<file path="config.mk">
export PLATFORM = sky130hd
export DESIGN_NAME = mister_frame
export DESIGN_NICKNAME = d
export VERILOG_FILES = /design/src/source/mister_pkg.sv /design/src/source/mister_dwnld.sv /design/src/source/mister_resync.sv /design/src/source/mister_frame.sv
export SDC_FILE = /design/constraint.sdc
export NUM_CORES = 1
export LEC_CHECK = 0
export ABC_CLOCK_PERIOD_IN_PS = 2300
export BUFFER_PORTS_ARGS = -buffer_cell sky130_fd_sc_hd__buf_2
export CORE_AREA = 2 2 124 90
export DETAILED_ROUTE_END_ITERATION = 8
export DIE_AREA = 0 0 126 92
export GPL_ROUTABILITY_DRIVEN = 0
export PLACE_DENSITY = 0.8
export SYNTH_ARGS = -nofsm -noshare
export SYNTH_HDL_FRONTEND = slang
export SYNTH_SLANG_ARGS = --single-unit
</file>
<file path="constraint.sdc">
create_clock -name clk_sys -period 2.3 [get_ports clk_sys]
set_input_delay 0.69 -clock clk_sys [delete_from_list [all_inputs] [get_ports clk_sys]]
set_output_delay 0.69 -clock clk_sys [all_outputs]
set_load 0.05 [all_outputs]
</file>
<file path="src/source/mister_pkg.sv">
// MiSTer frame shared definitions: download index codes, download states and field widths
package mister_pkg;

    // Index codes sent by the HPS with each download
    typedef enum logic [7:0] {
        DL_ROM      = 8'd0,
        DL_CORE_MOD = 8'd1,
        DL_DIPSW    = 8'd254
    } dl_index_e;

    // ROM download handshake states
    typedef enum logic [1:0] {
        IDLE     = 2'd0,
        LOAD     = 2'd1,
        WAIT_RDY = 2'd2,
        FINISH   = 2'd3
    } dl_state_e;

    // Sync offset field width, also sets the depth of the resync delay lines
    localparam int OFFSETW = 4;

    // DIP switch word, four bytes loaded one at a time
    localparam int DIPW = 32;

    // Core mode register
    localparam int COREMODW = 7;

endpackage

</file>
<file path="src/source/mister_dwnld.sv">
// MiSTer download router: ROM write handshake with the programming port and configuration registers
`timescale 1ns/1ps

module mister_dwnld #(
    parameter int ADDRW = 27
) (
    input  logic                              clk_sys,
    input  logic                              rst_n,

    // HPS download stream
    input  logic                              hps_download,
    input  mister_pkg::dl_index_e             hps_index,
    input  logic                              hps_wr,
    input  logic [ADDRW-1:0]                  hps_addr,
    input  logic [7:0]                        hps_dout,
    output logic                              hps_wait,

    // Game programming side
    input  logic                              prog_rdy,
    input  logic                              dwnld_busy,
    output logic                              ioctl_rom_wr,
    output logic [ADDRW-1:0]                  ioctl_addr,
    output logic [7:0]                        ioctl_dout,
    output logic                              downloading,

    // Configuration
    output logic [mister_pkg::DIPW-1:0]       dipsw,
    output logic [mister_pkg::COREMODW-1:0]   core_mod
);

    import mister_pkg::*;

    dl_state_e state;
    dl_state_e state_nxt;

    logic rom_start;
    logic rom_wr;
    logic dipsw_wr;
    logic coremod_wr;

    // Index decode
    assign rom_start  = hps_download && (hps_index == DL_ROM);
    // A write while the wait is up breaks the protocol, so it is dropped
    assign rom_wr     = rom_start && hps_wr && !hps_wait;
    assign dipsw_wr   = hps_wr && (hps_index == DL_DIPSW);
    assign coremod_wr = hps_wr && (hps_index == DL_CORE_MOD) && (hps_addr == '0);

    // The HPS is held back while a byte waits for the programming side
    assign hps_wait    = (state == WAIT_RDY);
    assign downloading = (state != IDLE);

    always_comb begin
        state_nxt = state;
        case (state)
            IDLE: begin
                if (rom_wr) begin
                    state_nxt = WAIT_RDY;
                end else if (rom_start) begin
                    state_nxt = LOAD;
                end
            end
            LOAD: begin
                if (rom_wr) begin
                    state_nxt = WAIT_RDY;
                end else if (!hps_download) begin
                    // Game may still be busy post-processing the ROM
                    state_nxt = dwnld_busy ? FINISH : IDLE;
                end
            end
            WAIT_RDY: begin
                if (prog_rdy) begin
                    state_nxt = LOAD;
                end
            end
            FINISH: begin
                if (rom_wr) begin
                    state_nxt = WAIT_RDY;
                end else if (rom_start) begin
                    state_nxt = LOAD;
                end else if (!dwnld_busy) begin
                    state_nxt = IDLE;
                end
            end
            default: begin
                state_nxt = IDLE;
            end
        endcase
    end

    always_ff @(posedge clk_sys or negedge rst_n) begin
        if (!rst_n) begin
            state        <= IDLE;
            ioctl_rom_wr <= 1'b0;
        end else begin
            state        <= state_nxt;
            ioctl_rom_wr <= rom_wr;
        end
    end

    // Address and byte held for the programming side
    always_ff @(posedge clk_sys) begin
        if (rom_wr) begin
            ioctl_addr <= hps_addr;
            ioctl_dout <= hps_dout;
        end
    end

    // Byte lane picked by the two low address bits
    always_ff @(posedge clk_sys or negedge rst_n) begin
        if (!rst_n) begin
            dipsw <= '0;
        end else if (dipsw_wr) begin
            dipsw[{hps_addr[1:0], 3'b000} +: 8] <= hps_dout;
        end
    end

    // Only the first byte of a core mode download matters
    always_ff @(posedge clk_sys or negedge rst_n) begin
        if (!rst_n) begin
            core_mod <= '0;
        end else if (coremod_wr) begin
            core_mod <= hps_dout[COREMODW-1:0];
        end
    end

endmodule

</file>
<file path="src/source/mister_resync.sv">
// MiSTer sync re-timer: delays hs by pixel ticks and vs by line starts
`timescale 1ns/1ps

module mister_resync (
    input  logic                          clk_sys,
    input  logic                          rst_n,
    input  logic                          pxl_cen,
    input  logic                          hs,
    input  logic                          vs,
    input  logic [mister_pkg::OFFSETW-1:0] hoffset,
    input  logic [mister_pkg::OFFSETW-1:0] voffset,
    output logic                          hs_out,
    output logic                          vs_out
);

    import mister_pkg::*;

    localparam int DEPTH = 2 ** OFFSETW;

    // Bit 0 holds the most recent sample
    logic [DEPTH-1:0] hs_sr;
    logic [DEPTH-1:0] vs_sr;
    logic             line_start;

    // hs_sr[0] is hs as seen on the previous tick
    assign line_start = pxl_cen && hs && !hs_sr[0];

    // One sample per pixel tick
    always_ff @(posedge clk_sys or negedge rst_n) begin
        if (!rst_n) begin
            hs_sr <= '0;
        end else if (pxl_cen) begin
            hs_sr <= {hs_sr[DEPTH-2:0], hs};
        end
    end

    // One sample per line
    always_ff @(posedge clk_sys or negedge rst_n) begin
        if (!rst_n) begin
            vs_sr <= '0;
        end else if (line_start) begin
            vs_sr <= {vs_sr[DEPTH-2:0], vs};
        end
    end

    // Offset selects how far back the tap looks
    assign hs_out = hs_sr[hoffset];
    assign vs_out = vs_sr[voffset];

endmodule

</file>
<file path="src/source/mister_frame.sv">
// MiSTer frame shell top level: download router and sync re-timer
`timescale 1ns/1ps

module mister_frame #(
    parameter int ADDRW = 27
) (
    input  logic                              clk_sys,
    input  logic                              rst_n,

    // HPS side
    input  logic                              hps_download,
    input  mister_pkg::dl_index_e             hps_index,
    input  logic                              hps_wr,
    input  logic [ADDRW-1:0]                  hps_addr,
    input  logic [7:0]                        hps_dout,
    input  logic [31:0]                       status,
    output logic                              hps_wait,

    // ROM programming
    input  logic                              prog_rdy,
    input  logic                              dwnld_busy,
    output logic                              ioctl_rom_wr,
    output logic [ADDRW-1:0]                  ioctl_addr,
    output logic [7:0]                        ioctl_dout,
    output logic                              downloading,

    // Configuration words
    output logic [mister_pkg::DIPW-1:0]       dipsw,
    output logic [mister_pkg::COREMODW-1:0]   core_mod,

    // Video sync
    input  logic                              pxl_cen,
    input  logic                              hs,
    input  logic                              vs,
    output logic                              hs_out,
    output logic                              vs_out
);

    import mister_pkg::*;

    logic [OFFSETW-1:0] hoffset;
    logic [OFFSETW-1:0] voffset;

    // Sync offsets live in the top status byte
    assign {voffset, hoffset} = status[31:24];

    mister_dwnld #(
        .ADDRW        ( ADDRW        )
    ) u_dwnld (
        .clk_sys      ( clk_sys      ),
        .rst_n        ( rst_n        ),
        .hps_download ( hps_download ),
        .hps_index    ( hps_index    ),
        .hps_wr       ( hps_wr       ),
        .hps_addr     ( hps_addr     ),
        .hps_dout     ( hps_dout     ),
        .hps_wait     ( hps_wait     ),
        .prog_rdy     ( prog_rdy     ),
        .dwnld_busy   ( dwnld_busy   ),
        .ioctl_rom_wr ( ioctl_rom_wr ),
        .ioctl_addr   ( ioctl_addr   ),
        .ioctl_dout   ( ioctl_dout   ),
        .downloading  ( downloading  ),
        .dipsw        ( dipsw        ),
        .core_mod     ( core_mod     )
    );

    mister_resync u_resync (
        .clk_sys      ( clk_sys      ),
        .rst_n        ( rst_n        ),
        .pxl_cen      ( pxl_cen      ),
        .hs           ( hs           ),
        .vs           ( vs           ),
        .hoffset      ( hoffset      ),
        .voffset      ( voffset      ),
        .hs_out       ( hs_out       ),
        .vs_out       ( vs_out       )
    );

endmodule

</file>
Yosys cells after proc, flatten, opt, wreduce, memory -nomap -nowiden. Index checks and enable logic that the tools add are counted.

Register bits after elaboration: 109. Input port bits: 84. Output and inout bits: 79. Logic and storage cells: 52.

Add/sub/neg operators: 1. Magnitude comparators: 2. Equal/unequal tests: 9. Shifts and indexed selects: 2. Multiplexer cells: 15. Reduce and logical (&&, ||, !) cells: 15.

Operator list (number): $bwmux 32 (1); $shift 8x7->32 const A (1); $shiftx 8x7->32 (1); $logic_not 27->1 (1); $mux 2 (9); $lt 4x5->1 const B (2); $bmux 1 s4 (2); $eq 8x1->1 const B (1); $eq 8x8->1 const B (1); $logic_and 1x1->1 (8); $logic_not 8->1 (1); $pmux 2 s4 (1); $neg 5->7 (1); $eq 2x2->1 const B (2); $ne 4x2->1 const B (1); $reduce_and 4->1 (1); $ne 3x1->1 const B (1); $ne 3x2->1 const B (1); $eq 2x1->1 const B (1); $logic_not 1->1 (2); $logic_not 2->1 (1); $mux 1 (2); $ne 2x2->1 const B (1); $reduce_bool 2->1 (1).

Logic depth before layout (Yosys ltp).
Depth after elaboration: 6. Mapped depth: 6. Gate-level depth less buffers: 6.

By module. From an unflattened synthesis, not the netlist that was laid out.

Cells, all modules: 319. Area, all modules: 4615.7 sq um.

Modules (own cells, without submodules): mister_dwnld (times used 1, cells an instance 237, area each 3144.3 sq um, seq. area each 2102.0 sq um); mister_resync (times used 1, cells an instance 82, area each 1471.4 sq um, seq. area each 800.8 sq um).

Least setup slack after synthesis. OpenSTA, ideal clock, no wires.

Path kind: in2reg. Start point: in hps_index[1]. End point: reg u_dwnld.ioctl_addr[0] (enable). Setup time: 428 ps. Arrival: 2741 ps. Required time: 1872 ps. Path slack: -869 ps. Stages on the path: 3. Buffers on the path: 0. Path through: nor3_1 -> nand3_1 -> nor2_1.

Word-level cells in the longest chain between the ends: 4.

RTL lines: from (decl) (line mister_frame.sv:12) `input mister_pkg::dl_index_e hps_index,`; $logic_not 8->1 (line mister_dwnld.sv:42) `assign rom_start = hps_download && (hps_index == DL_ROM);`; $logic_and 1x1->1 (line mister_dwnld.sv:42); $logic_and 1x1->1 (2 in a row) (line mister_dwnld.sv:44) `assign rom_wr = rom_start && hps_wr && !hps_wait;`; net u_dwnld.rom_wr (line mister_dwnld.sv:37) `logic rom_wr;`; to (signal assigned) (line mister_dwnld.sv:103) `ioctl_addr <= hps_addr;`; to (decl) (line mister_dwnld.sv:22) `output logic [ADDRW-1:0] ioctl_addr,`.

The timed path passes the listed nets, and every way through them passes these cells. A chain may end at the register's enable or synchronous reset.

Worst setup path after layout.
Start point: in status[28]. End point: out vs_out.

Word-level cells in the longest chain between the ends: 2.

RTL lines: from (decl) (line mister_frame.sv:16) `input logic [31:0] status,`; $bmux 1 s4 (line mister_resync.sv:48) `assign vs_out = vs_sr[voffset];`; $mux 1 (not written as such) (line mister_resync.sv:48); to (decl) (line mister_frame.sv:36) `output logic vs_out`.

Every way passes these cells. The select of a mux whose other input is x is not followed.

==> run metrics <==
slowest CP cell=mux4_2; Worst Skew=4.26 ps; fraction of layout cells with a size suffix above 1=46.8%; nets=567; synthesized area=4570 µm²; clock tree root buffer cell=clkbuf_16; Multi-input gate area=1490 µm²; die width=126 µm; # fillers=877; WL per Instance=16.7 µm; Worst setup startpoint=status[28]; Mapped Nets=406; power share of the combinational group=18.4%; GRT Util Overall=18.7%; R2R Path Start=u_dwnld.state[0]; Crit Path Category=in2out; Clk pin slew, worst setup/hold paths=70 ps; reg2reg setup slack=910 ps; min-delay worst type=in2async; Max VDD drop=0.341 mV; Max Slew Vio Count=0; WP data arrival=1940 ps; Die Y=92 µm; # clock sinks=109; core footprint=10600 µm²; # rows=32; Final Hold Vio Count=0; leading area contributor after synthesis=dfrtp_1; n_diodes=0; main flop type after synthesis=dfrtp_1; Antenna Violating Nets Remaining=0; clk buf depth=2; RR Endpoint=u_dwnld.ioctl_addr[22]; CTS tree=built; synth top area cells=dfrtp_1 (41%), edfxtp_1 (23%), mux2_2 (9.9%); sequential power share=49.8%; Final Power=4.81 mW; R2R cell count=4; Pleak=2.69 nW; EDFF count, synth=35; min cycle time layout=2630 ps; async set or reset register ratio after synthesis=67.9%; largest net degree at the start of global routing=37; total congestion overflow=0; status=complete, but fails checks; first-pass GRT wire length=16.7 mm; slew margin rel.=74.6%; Clock Latency Late Sink=350 ps; P per Cell Area=814 nW/µm²; vias in the first global route=3148; PnR worst setup slack=-328 ps; Switching Share=27.1%; Synth-to-Final Area Change=29.3%; cells along the critical path=buf_12 > mux4_2 > mux4_2 > buf_8; Int Power=3.50 mW; f_max=381 MHz; register area share after synthesis=63.6%; crit-path max FO=4; synth unique cells=32; CTS Buf Count=9; routed via count=3108; worst slew pin tran=380 ps; Cell Area, Placed=5560 µm²; DPL Wire Length=7.69 mm; clock share of power=31.7%; final non-filler cell area=5900 µm²; crit-path most repeated cell=mux4_2; initial antenna violation count=0; first drt pass iteration count=5; register cell area after layout=2900 µm²; Avg Cell Area, Syn=14.4 µm²; synthesis-stage register bit count=109; slowest cell delay on critical path=500 ps; Ports=163; Hold Slack=249 ps; Remaining DRCs=0; failing checks=setup timing; RSZ-0062 raised after global routing=yes; # setup viols final=2; most common cell after layout, fill and taps aside=buf_2; P_sw=1.30 mW; die area=11600 µm²; most frequent cells in the layout=buf_2 (133), dfrtp_1 (74), mux2_2 (40); Worst Setup End Kind=output port; DRT iter0 DRCs=176; Worst Setup Start Kind=input port; htree depth=3; Vias/cell=5.02; top cell type's share of synthesized area=40.5%; WP data required=1610 ps; Syn Inst Count=317; number of I/O port buffers=138; YS warnings=0; Max Cap Viol=0; fin crit share=114%; DRT Wirelength=10.3 mm; Initial Util=43.2%
logic make-up (layout without fill, tap and decap cells):
logic type / after synthesis / count (layout) / synth area share (%)
AOI/OAI and AO/OA: 8 / 8 / 1.21
adders and majority gates: 5 / 5 / 1.37
buffers and inverters: 44 / 210 / 4.00
DFF: 109 / 109 / 63.6
muxes: 82 / 82 / 21.8
and+or+nand+nor: 69 / 69 / 8.05
timing repair:
item,in CTS,in global routing
hold buffers,0,0
pin swaps,0,0
resized for setup,12,2
endpoints found under the setup margin,2,2
buffers inserted,0,0
metal layers:
layer	GRT usage (%)	vias to the layer above	share of wire [%]	wire [µm]
li1	-	1440	-	-
met1	25.2	1547	43	4500
met2	30.1	106	49	5040
met3	4.43	15	6.3	650
met4	6.14	0	1.5	151
met5	0	-	0	0
critical path: cells and delay by family:
family / cells / cell delay [ps]
buffers and inverters: 2 / 260
muxes: 2 / 990
how the worst max path moves through the flow:
| stage | endpoint | slack (ps) | cells past startpoint |
|---|---|---|---|
| finish | vs_out | -330 | 4 |
| global route | vs_out | -350 | 4 |
| floorplan | hs_out | -170 | 2 |
| global placement | vs_out | -430 | 4 |
| CTS | vs_out | -340 | 4 |
| detailed placement | vs_out | -460 | 4 |
synthesized netlist by cell type (3+ instances only):
| master | count |
|---|---|
| nand2_1 | 38 |
| nand4_1 | 3 |
| mux4_2 | 10 |
| inv_1 | 37 |
| dfrtp_1 | 74 |
| nor3_1 | 3 |
| nor4_1 | 7 |
| nand3_1 | 3 |
| ha_1 | 5 |
| mux2_2 | 40 |
| edfxtp_1 | 35 |
| mux2i_1 | 32 |
| and2_1 | 4 |
| buf_4 | 4 |
power by group through the flow:
stage	clock network (mW)	registers, mW	logic (mW)
detailed placement	0	2.43	0.847
finish	1.52	2.39	0.886
global placement	0	2.42	0.810
CTS	1.57	2.39	0.888
global route	1.64	2.42	0.956
floorplan	0	2.42	0.553
sequential cells by signal, indices dropped and copies added, names as in the netlist:
name and cells:
u_dwnld.ioctl_addr 27, u_dwnld.state 2, u_dwnld.ioctl_dout 8, u_resync.hs_sr 16, u_dwnld.ioctl_rom_wr 1, u_dwnld.dipsw 32
u_resync.vs_sr 16, u_dwnld.core_mod 7
per-stage QoR:
stage                     std cells  utilization, %  setup WS (ps)  setup TNS, ps
after global routing            619            55.8           -353           -698
after detailed placement        603            52.6           -465          -1230
after global placement          603            52.6           -429           -850
final                           619            55.8           -328           -640
after CTS                       619            55.8           -343           -667
after floorplan                 317               -           -174           -348
layout make-up:
type / count / share of cell area [%]
inverters: 37 / 2.35
clock inverters: 6 / 1.06
multi-input cells: 164 / 25.2
clock buffers: 10 / 3.88
well taps: 136 / 2.88
flip-flops and latches: 109 / 49.2
repair buffers: 157 / 15.4
Power figures use the tool's default switching activity.
